===== config.mk =====
export PLATFORM = sky130hd
export DESIGN_NAME = agc_loop_top
export DESIGN_NICKNAME = d
export VERILOG_FILES = /design/src/source/agc_loop_pkg.sv /design/src/source/agc_scale_update.sv /design/src/source/agc_offset_update.sv /design/src/source/agc_loop_sequencer.sv /design/src/source/agc_status_port.sv /design/src/source/agc_loop_top.sv
export SDC_FILE = /design/constraint.sdc
export NUM_CORES = 1
export LEC_CHECK = 0
export BUFFER_PORTS_ARGS = -buffer_cell sky130_fd_sc_hd__buf_2
export CAP_MARGIN = 5
export CORE_ASPECT_RATIO = 2
export CORE_UTILIZATION = 55
export DETAILED_ROUTE_END_ITERATION = 10
export GPL_TIMING_DRIVEN = 0
export PLACE_DENSITY = 0.87
export SYNTH_ARGS = -nofsm -noshare
export SYNTH_HDL_FRONTEND = slang
export SYNTH_SLANG_ARGS = --single-unit

===== constraint.sdc =====
create_clock -name aclk -period 4.03 [get_ports aclk]
set_clock_uncertainty 0.2 [all_clocks]
set_input_delay 0.2015 -clock aclk [delete_from_list [all_inputs] [get_ports aclk]]
set_output_delay 0.2015 -clock aclk [all_outputs]
set_load 0.02 [all_outputs]

===== src/source/agc_loop_pkg.sv =====
package agc_loop_pkg;

    ////////////////////////////////////////////////////////////
    // Loop constants
    ////////////////////////////////////////////////////////////
    localparam int INFO_WORDS = 6;   // Info words read per loop
    localparam int BOOT_DELAY = 31;  // Idle cycles before first write
    localparam int SCALE_W    = 17;
    localparam int OFFSET_W   = 16;

    localparam logic [SCALE_W-1:0]         START_SCALE  = 17'd1500;
    localparam logic signed [OFFSET_W-1:0] START_OFFSET = 16'sd0;

    localparam logic [SCALE_W-1:0]         SCALE_STEP  = 17'd30;
    localparam logic signed [OFFSET_W-1:0] OFFSET_STEP = 16'sd25;

    localparam logic [SCALE_W-1:0] SCALE_MIN = 17'd300;     // Scale falls only above this
    localparam logic [SCALE_W-1:0] SCALE_MAX = 17'd130000;  // Scale rises only below this

    localparam logic signed [OFFSET_W-1:0] OFFSET_LIMIT = 16'sd1000;
    localparam logic [31:0]                OFFSET_TOL   = 32'd5;  // Count difference for a move

    // Power measure is a slice of the accumulator in info word 1
    localparam int TIME_REDUCTION_BITS = 4;
    localparam int POWER_MSB           = 24;
    localparam int POWER_LSB           = 17 - TIME_REDUCTION_BITS;

    localparam int unsigned TARGET_POWER = 16;
    localparam int unsigned POWER_TOL    = 0;

    // Byte addresses in the AGC block
    localparam logic [7:0] CMD_ADDR    = 8'h00;
    localparam logic [7:0] SCALE_ADDR  = 8'h10;
    localparam logic [7:0] OFFSET_ADDR = 8'h14;

    localparam int CONTROL_PAGE_BIT = 6;  // Host page select, step constants when set

    ////////////////////////////////////////////////////////////
    // Types
    ////////////////////////////////////////////////////////////
    typedef enum logic [31:0] {
        CMD_START = 32'h0000_0001,
        CMD_RESET = 32'h0000_0004,
        CMD_LOAD  = 32'h0000_0300,
        CMD_APPLY = 32'h0000_0400
    } agc_cmd_e;

    typedef enum logic [3:0] {
        ST_BOOT,
        ST_RESET,
        ST_POLL_START,
        ST_WAIT_DONE,
        ST_READ_INFO,
        ST_CALC,
        ST_WRITE_SCALE,
        ST_WRITE_OFFSET,
        ST_LOAD,
        ST_APPLY
    } loop_state_e;

    typedef struct packed {
        logic        cyc;
        logic        we;
        logic [7:0]  adr;
        logic [31:0] dat;
    } bus_req_t;

    typedef struct packed {
        logic        ack;
        logic [31:0] dat;
    } bus_rsp_t;

    // 0 status, 1 power, 2 above, 3 below, 4 scale, 5 offset
    typedef struct packed {
        logic [INFO_WORDS-1:0][31:0] word;
    } agc_info_t;

endpackage


===== src/source/agc_scale_update.sv =====
module agc_scale_update (
    input  agc_loop_pkg::agc_info_t              info_i,
    output logic [agc_loop_pkg::SCALE_W-1:0]     next_scale_o
);

    logic [agc_loop_pkg::POWER_MSB-agc_loop_pkg::POWER_LSB:0] power;
    logic [agc_loop_pkg::SCALE_W-1:0]                         base;

    assign power = info_i.word[1][agc_loop_pkg::POWER_MSB:agc_loop_pkg::POWER_LSB];
    assign base  = info_i.word[4][agc_loop_pkg::SCALE_W-1:0];  // Scale now in use

    always_comb begin
        next_scale_o = base;  // In band, hold
        if (power > agc_loop_pkg::TARGET_POWER + agc_loop_pkg::POWER_TOL) begin
            // Too much power, back the gain off
            if (base > agc_loop_pkg::SCALE_MIN) begin
                next_scale_o = base - agc_loop_pkg::SCALE_STEP;
            end
        end else if (power < agc_loop_pkg::TARGET_POWER - agc_loop_pkg::POWER_TOL) begin
            if (base < agc_loop_pkg::SCALE_MAX) begin
                next_scale_o = base + agc_loop_pkg::SCALE_STEP;
            end
        end
    end

endmodule


===== src/source/agc_offset_update.sv =====
module agc_offset_update (
    input  agc_loop_pkg::agc_info_t                  info_i,
    output logic signed [agc_loop_pkg::OFFSET_W-1:0] next_offset_o
);

    logic signed [agc_loop_pkg::OFFSET_W-1:0] base;
    logic [32:0]                              above;      // Extended so the tolerance cannot wrap
    logic [32:0]                              below;
    logic [32:0]                              tol;

    assign base  = info_i.word[5][agc_loop_pkg::OFFSET_W-1:0];
    assign above = {1'b0, info_i.word[2]};
    assign below = {1'b0, info_i.word[3]};
    assign tol   = {1'b0, agc_loop_pkg::OFFSET_TOL};

    always_comb begin
        next_offset_o = base;
        if (above > below + tol) begin
            // Samples sit high, pull the offset down
            if (base > -agc_loop_pkg::OFFSET_LIMIT) begin
                next_offset_o = base - agc_loop_pkg::OFFSET_STEP;
            end
        end else if (below > above + tol) begin
            if (base < agc_loop_pkg::OFFSET_LIMIT) begin
                next_offset_o = base + agc_loop_pkg::OFFSET_STEP;
            end
        end
    end

endmodule


===== src/source/agc_loop_sequencer.sv =====
module agc_loop_sequencer (
    input  logic                                    aclk,
    input  logic                                    wb_rst_i,
    input  logic                                    agc_reset_i,
    input  agc_loop_pkg::bus_rsp_t                  agc_rsp_i,
    input  logic [agc_loop_pkg::SCALE_W-1:0]        next_scale_i,
    input  logic signed [agc_loop_pkg::OFFSET_W-1:0] next_offset_i,
    output agc_loop_pkg::bus_req_t                  agc_req_o,
    output agc_loop_pkg::agc_info_t                 info_o
);

    localparam int BOOT_W = $clog2(agc_loop_pkg::BOOT_DELAY + 1);

    typedef enum logic [1:0] {
        PH_SEND,   // Launch request of the current state
        PH_WAIT,   // Request on the bus until ack
        PH_CHECK   // Status word captured, test done bit
    } phase_e;

    agc_loop_pkg::loop_state_e                state;
    phase_e                                   phase;
    logic [BOOT_W-1:0]                        boot_cnt;
    logic [2:0]                               info_idx;
    logic                                     done_q;
    logic [agc_loop_pkg::SCALE_W-1:0]         held_scale;
    logic signed [agc_loop_pkg::OFFSET_W-1:0] held_offset;
    agc_loop_pkg::bus_req_t                   req_q;
    agc_loop_pkg::agc_info_t                  info_q;

    // Request word for each state of the loop
    function automatic agc_loop_pkg::bus_req_t build_req(
        input agc_loop_pkg::loop_state_e                st,
        input logic [2:0]                               idx,
        input logic [agc_loop_pkg::SCALE_W-1:0]         scale,
        input logic signed [agc_loop_pkg::OFFSET_W-1:0] offset
    );
        agc_loop_pkg::bus_req_t r;
        r.cyc = 1'b1;
        r.we  = 1'b1;
        r.adr = agc_loop_pkg::CMD_ADDR;
        r.dat = '0;
        case (st)
            agc_loop_pkg::ST_RESET:      r.dat = agc_loop_pkg::CMD_RESET;
            agc_loop_pkg::ST_POLL_START: r.dat = agc_loop_pkg::CMD_START;
            agc_loop_pkg::ST_WAIT_DONE:  r.we  = 1'b0;  // Status read
            agc_loop_pkg::ST_READ_INFO: begin
                r.we  = 1'b0;
                r.adr = {3'b000, idx, 2'b00};
            end
            agc_loop_pkg::ST_WRITE_SCALE: begin
                r.adr = agc_loop_pkg::SCALE_ADDR;
                r.dat = {{(32-agc_loop_pkg::SCALE_W){1'b0}}, scale};
            end
            agc_loop_pkg::ST_WRITE_OFFSET: begin
                r.adr = agc_loop_pkg::OFFSET_ADDR;
                r.dat = {{(32-agc_loop_pkg::OFFSET_W){offset[agc_loop_pkg::OFFSET_W-1]}}, offset};
            end
            agc_loop_pkg::ST_LOAD:       r.dat = agc_loop_pkg::CMD_LOAD;
            agc_loop_pkg::ST_APPLY:      r.dat = agc_loop_pkg::CMD_APPLY;
            default:                     r     = '0;
        endcase
        return r;
    endfunction

    ////////////////////////////////////////////////////////////
    // Downstream control loop
    ////////////////////////////////////////////////////////////
    always_ff @(posedge aclk) begin
        if (wb_rst_i || agc_reset_i) begin
            state          <= agc_loop_pkg::ST_BOOT;
            phase          <= PH_SEND;
            boot_cnt       <= BOOT_W'(agc_loop_pkg::BOOT_DELAY);
            info_idx       <= '0;
            done_q         <= 1'b0;
            held_scale     <= agc_loop_pkg::START_SCALE;
            held_offset    <= agc_loop_pkg::START_OFFSET;
            req_q          <= '0;
            info_q         <= '0;
            info_q.word[4] <= {{(32-agc_loop_pkg::SCALE_W){1'b0}}, agc_loop_pkg::START_SCALE};
            info_q.word[5] <= 32'(signed'(agc_loop_pkg::START_OFFSET));
        end else if (state == agc_loop_pkg::ST_BOOT) begin
            if (boot_cnt != '0) begin
                boot_cnt <= boot_cnt - 1'b1;
            end else begin  // First write uses the start values
                state <= agc_loop_pkg::ST_WRITE_SCALE;
                phase <= PH_WAIT;
                req_q <= build_req(agc_loop_pkg::ST_WRITE_SCALE, info_idx, held_scale,
                                   held_offset);
            end
        end else if (state == agc_loop_pkg::ST_CALC) begin
            held_scale  <= next_scale_i;
            held_offset <= next_offset_i;
            state       <= agc_loop_pkg::ST_WRITE_SCALE;
            phase       <= PH_WAIT;
            req_q       <= build_req(agc_loop_pkg::ST_WRITE_SCALE, info_idx, next_scale_i,
                                     next_offset_i);
        end else begin
            case (phase)
                PH_SEND: begin
                    req_q <= build_req(state, info_idx, held_scale, held_offset);
                    phase <= PH_WAIT;
                end
                PH_CHECK: begin
                    phase <= PH_WAIT;
                    if (done_q) begin  // Sample cycle finished
                        state    <= agc_loop_pkg::ST_READ_INFO;
                        info_idx <= '0;
                        req_q    <= build_req(agc_loop_pkg::ST_READ_INFO, 3'd0, held_scale,
                                              held_offset);
                    end else begin
                        req_q <= build_req(agc_loop_pkg::ST_WAIT_DONE, info_idx, held_scale,
                                           held_offset);
                    end
                end
                default: begin
                    if (agc_rsp_i.ack) begin
                        req_q <= '0;       // Drop cyc for one cycle
                        phase <= PH_SEND;
                        case (state)
                            agc_loop_pkg::ST_RESET:      state <= agc_loop_pkg::ST_POLL_START;
                            agc_loop_pkg::ST_POLL_START: state <= agc_loop_pkg::ST_WAIT_DONE;
                            agc_loop_pkg::ST_WAIT_DONE: begin
                                done_q <= agc_rsp_i.dat[1];
                                phase  <= PH_CHECK;
                            end
                            agc_loop_pkg::ST_READ_INFO: begin
                                info_q.word[info_idx] <= agc_rsp_i.dat;
                                if (info_idx == 3'(agc_loop_pkg::INFO_WORDS - 1)) begin
                                    state    <= agc_loop_pkg::ST_CALC;
                                    info_idx <= '0;
                                end else begin
                                    info_idx <= info_idx + 1'b1;
                                end
                            end
                            agc_loop_pkg::ST_WRITE_SCALE:  state <= agc_loop_pkg::ST_WRITE_OFFSET;
                            agc_loop_pkg::ST_WRITE_OFFSET: state <= agc_loop_pkg::ST_LOAD;
                            agc_loop_pkg::ST_LOAD:         state <= agc_loop_pkg::ST_APPLY;
                            agc_loop_pkg::ST_APPLY: begin
                                // Applied values become the current scale and offset
                                state          <= agc_loop_pkg::ST_RESET;
                                info_q.word[4] <= {{(32-agc_loop_pkg::SCALE_W){1'b0}}, held_scale};
                                info_q.word[5] <= 32'(held_offset);
                            end
                            default:                       state <= agc_loop_pkg::ST_BOOT;
                        endcase
                    end
                end
            endcase
        end
    end

    assign agc_req_o = req_q;
    assign info_o    = info_q;

endmodule


===== src/source/agc_status_port.sv =====
module agc_status_port (
    input  logic                    aclk,
    input  logic                    wb_rst_i,
    input  agc_loop_pkg::bus_req_t  host_req_i,
    input  agc_loop_pkg::agc_info_t info_i,
    output agc_loop_pkg::bus_rsp_t  host_rsp_o
);

    typedef enum logic [1:0] {
        HS_IDLE,
        HS_ACCESS,
        HS_ACK
    } host_state_e;

    host_state_e state;
    logic [3:0]  sel;     // Word index within a page
    logic [31:0] rd_mux;
    logic [31:0] rd_dat;

    assign sel = host_req_i.adr[5:2];

    always_comb begin
        rd_mux = '0;  // Writes and unmapped words read zero
        if (!host_req_i.we) begin
            if (host_req_i.adr[agc_loop_pkg::CONTROL_PAGE_BIT]) begin
                case (sel)
                    4'd0: rd_mux = {{(32-agc_loop_pkg::SCALE_W){1'b0}}, agc_loop_pkg::SCALE_STEP};
                    4'd1: rd_mux = 32'(agc_loop_pkg::OFFSET_STEP);
                    default: rd_mux = '0;
                endcase
            end else if (sel < 4'(agc_loop_pkg::INFO_WORDS)) begin
                rd_mux = info_i.word[sel[2:0]];
            end
        end
    end

    always_ff @(posedge aclk) begin
        if (wb_rst_i) begin
            state <= HS_IDLE;
        end else begin
            case (state)
                HS_IDLE:   if (host_req_i.cyc) state <= HS_ACCESS;
                HS_ACCESS: state <= HS_ACK;
                default:   state <= HS_IDLE;  // One ack cycle
            endcase
        end
    end

    always_ff @(posedge aclk) begin
        if (state == HS_ACCESS) rd_dat <= rd_mux;
    end

    assign host_rsp_o = '{ack: (state == HS_ACK), dat: rd_dat};

endmodule


===== src/source/agc_loop_top.sv =====
module agc_loop_top (
    input  logic                   aclk,
    input  logic                   wb_rst_i,
    input  logic                   agc_reset_i,
    input  agc_loop_pkg::bus_req_t host_req_i,
    input  agc_loop_pkg::bus_rsp_t agc_rsp_i,
    output agc_loop_pkg::bus_rsp_t host_rsp_o,
    output agc_loop_pkg::bus_req_t agc_req_o
);

    agc_loop_pkg::agc_info_t                  info;         // Latest info words
    logic [agc_loop_pkg::SCALE_W-1:0]         next_scale;
    logic signed [agc_loop_pkg::OFFSET_W-1:0] next_offset;

    agc_loop_sequencer i_sequencer (
        .aclk          (aclk),
        .wb_rst_i      (wb_rst_i),
        .agc_reset_i   (agc_reset_i),
        .agc_rsp_i     (agc_rsp_i),
        .next_scale_i  (next_scale),
        .next_offset_i (next_offset),
        .agc_req_o     (agc_req_o),
        .info_o        (info)
    );

    agc_status_port i_status_port (
        .aclk       (aclk),
        .wb_rst_i   (wb_rst_i),
        .host_req_i (host_req_i),
        .info_i     (info),
        .host_rsp_o (host_rsp_o)
    );

    // Both rules run side by side on the same info words
    agc_scale_update i_scale_update (
        .info_i       (info),
        .next_scale_o (next_scale)
    );

    agc_offset_update i_offset_update (
        .info_i        (info),
        .next_offset_o (next_offset)
    );

endmodule


==> run summary <==
Status = finished, violations left
Failing checks = setup timing
CP arrival = 4.80 ns
Top Family by Delay on Critical Path = simple AND/OR/NAND/NOR gates
Routed via count = 18,620
Core footprint = 30,290 um2
Number of global-route vias before repair = 18,570
Synth cell types = 87
Critical setup path kind = reg2reg
Top FF cell, synth = dfxtp_1
Die area = 31,730 um2
First-pass GRT wire length = 108.4 mm
DPL Wire Length = 52.69 mm
FF-to-FF Start = i_sequencer.info_o[73]
Slew at the pin with the worst max-slew slack = 1.357 ns
Area Overhead vs Synth = 20.63%
Ports = 153
# rows = 90
Critical path capture point type = flop
Initial DRC Count = 2,038
Power per Cell Area = 340.2 nW/um2
WL per Instance = 26.40 um
Port buffer count = 111
Hold WC Path Type = in2reg
Later-pin clock latency in the skew report = 0.62 ns
Die Y-Extent = 250.9 um
Slew headroom = 9.178%
Dpl ws = -2.211 ns
Cells after Synth = 2,119
Share of layout cells above drive strength 1 = 17.52%
Startpoint Class = flop
N_diodes = 0
Nets@finish = 2,513
ANT nets after route = 0
Initial Util = 56.25%
Worst EP required = 4.36 ns
EDFF count, synth = 32
Crit-path max FO = 6
Routability Congestion = 1.107
WL final = 72.72 mm
Post-layout util = 67.85%
Period utilisation layout = 110.8%
RSZ-0062 raised after global routing = yes
Area after DPL = 18,170 um2
CP Depth = 18
Max IR drop VDD = 0.3150 mV
GRT Overall Usage = 46.15%
Tmin final = 4.464 ns
Setup ws final = -0.4340 ns
Max Root-Sink Buffers = 3
H-Tree Depth = 1
Final instance area = 20,550 um2
Hold depth = 4
Fin Hold WS = 0.07139 ns
Mapped Area = 17,040 um2
Leakage power = 7.219 nW
Final setup viols = 16
Synth warnings = 0
Syn avg cell area = 8.041 um2
Hold EP = i_status_port.rd_dat[0]
TritonCTS clock tree = done
Num CTS Buffers = 27
Register area share after synthesis = 36.77%
CTS clk-pin slew, worst paths = 0.08 ns
Drt drc = 0
Max-slew violations = 0
Worst R2R Setup Slack = -0.43 ns
Overall power = 6.992 mW
Slowest cell on crit path = or3_4
Synth async-reset ratio = 0%
Max frequency = 224.0 MHz
MaxCap Viol Count = 0
Reg2Reg Depth = 18
Hold path start = host_req_i[38]
Die width = 126.5 um
Clock Tree Root = clkbuf_16
FF-to-FF End = i_sequencer.held_offset[14]
Flops & latches, synth = 297
CP max stage delay = 0.41 ns
1st-pass router iterations = 9
Crit path buffers/inverters = 3
Antenna violations before repair = 4
CTS sink cnt = 297
Fin. Hold Viols = 0
Crit-path cells = nand4_1, or2_4, or3_4, nor3_4, nand2_2, nor2_2, xnor2_1, ha_1, nand4_1, nor4_4, buf_4, nand2_4, a21oi_4, buf_4, nor4_4, buf_6, a2111o_1, o211ai_2
Vias per cell = 6.759
GRT Residual Overflow = 0
Largest net degree at the start of global routing = 30
cells in the mapped netlist (10+ instances only):
cell      number  area share, %
a21oi_1      240            7.0
a221oi_1      10           0.51
a22oi_1       45            2.0
a311oi_1      27            1.4
a31oi_1       13           0.48
and3_1        16           0.59
buf_1         10           0.22
buf_4         19           0.84
clkbuf_1     147            3.2
dfxtp_1      265             31
edfxtp_1      32            5.6
ha_1          70            5.1
inv_1         30           0.66
mux2_2        27            1.8
mux4_2        30            4.0
nand2_1      431            9.5
nand2b_1      11           0.40
nand3_1       87            2.6
nand4_1       34            1.2
nor2_1       168            3.7
nor3_1        28           0.82
nor4_1        23           0.84
o21a_1        10           0.44
o21ai_0       72            2.1
o22ai_1       10           0.37
or2_2         11           0.40
xnor2_1       39            2.0
xor2_1        51            2.6
cells by family (layout without fill, tap and decap cells):
logic type      Yosys count  in the layout  synth area share (%)
xor+xnor                 90             90                 4.626
compound gates          514            515                 18.80
other cells               1              5               0.02201
simple gates            869            870                 22.98
mux                      68             68                 6.587
buf+inv                 210            471                 5.074
flops                   297            297                 36.77
fa+ha+maj                70             70                 5.140
sequential cells by signal, summed over array words and instances, names as in the netlist:
signal and cells:
i_sequencer.agc_req_o 23, i_sequencer.boot_cnt 5, i_sequencer.done_q 1, i_sequencer.held_offset 16, i_sequencer.held_scale 17, i_sequencer.info_idx 3, i_sequencer.info_o 192, i_sequencer.phase 2
i_sequencer.state 4, i_status_port.rd_dat 32, i_status_port.state 2
per-layer routing:
| layer | track usage (%) | routed length (um) | share of wire, % | vias up |
|---|---|---|---|---|
| li1 | - | - | - | 8055 |
| met1 | 41.39 | 20850 | 29 | 8640 |
| met2 | 79.45 | 35150 | 48 | 1341 |
| met3 | 12.24 | 6893 | 9.5 | 577 |
| met4 | 50.40 | 9804 | 13 | 2 |
| met5 | 0 | 13 | 0.018 | - |
how the worst max path moves through the flow:
stage / startpoint / end / slack, ns
finish: i_sequencer.info_o[73] / i_sequencer.held_offset[14] / -0.43
global route: i_sequencer.info_o[73] / i_sequencer.held_offset[12] / -0.50
CTS: i_sequencer.info_o[71] / i_sequencer.held_offset[13] / -0.25
detailed placement: i_sequencer.info_o[103] / i_sequencer.held_offset[2] / -2.21
global placement: i_sequencer.info_o[101] / i_sequencer.held_offset[9] / -2.23
floorplan: i_sequencer.info_o[68] / i_sequencer.held_offset[10] / 0.01
what timing repair did:
item	in CTS	in global routing
pin swaps	41	43
buffers inserted	41	26
setup endpoints to repair	16	102
hold buffers	38	0
endpoints found under the hold margin	201	0
cloned	1	1
resized for setup	119	32
power by group:
part           internal (mW)  total (mW)  switching, mW
Sequential              3.05        3.09         0.0432
Clock                   1.39        2.69           1.31
Combinational          0.347        1.21          0.861
Total                   4.78        6.99           2.21
worst reg2reg max path: stages (launching register included):
cell and delay, ns:
dfxtp_4 0.36, nand4_1 0.18, or2_4 0.33, or3_4 0.41, nor3_4 0.25, nand2_2 0.13, nor2_2 0.13, xnor2_1 0.08
ha_1 0.31, nand4_1 0.24, nor4_4 0.38, buf_4 0.18, nand2_4 0.06, a21oi_4 0.31, buf_4 0.19, nor4_4 0.03
buf_6 0.19, a2111o_1 0.37, o211ai_2 0.06
area by class of cell:
cell class              instances  area (um2)
repair buffers                215        1515
multi-input cells            1618       10440
flip-flops and latches        297        6357
well taps                     368       460.4
clock inverters                12       91.34
inverters                      30       112.6
clock buffers                  38       788.3
fillers                      2411        9738
plain buffers                 176       789.5
layout by cell type (no fill, tap or decap), drive strengths merged, types with 33 or more instances in the layout:
cell	netlist	layout
nand3	87	87
nand2	431	431
a22oi	45	45
xor2	51	51
buf	33	209
xnor2	39	39
o21ai	77	77
dlygate4sd3	0	38
nand4	35	35
a21oi	243	244
nor2	169	170
dfxtp	265	265
ha	70	70
inv	30	33
clkbuf	147	182
per-stage QoR:
stage	instances	TNS, ns
2_1_floorplan	2123	0
3_3_place_gp	2602	-30.84
3_5_place_dp	2603	-30.58
4_1_cts	2729	-3.049
5_1_grt	2754	-6.926
6_report	2754	-5.576
No activity file was read; power rests on OpenSTA's default activity.
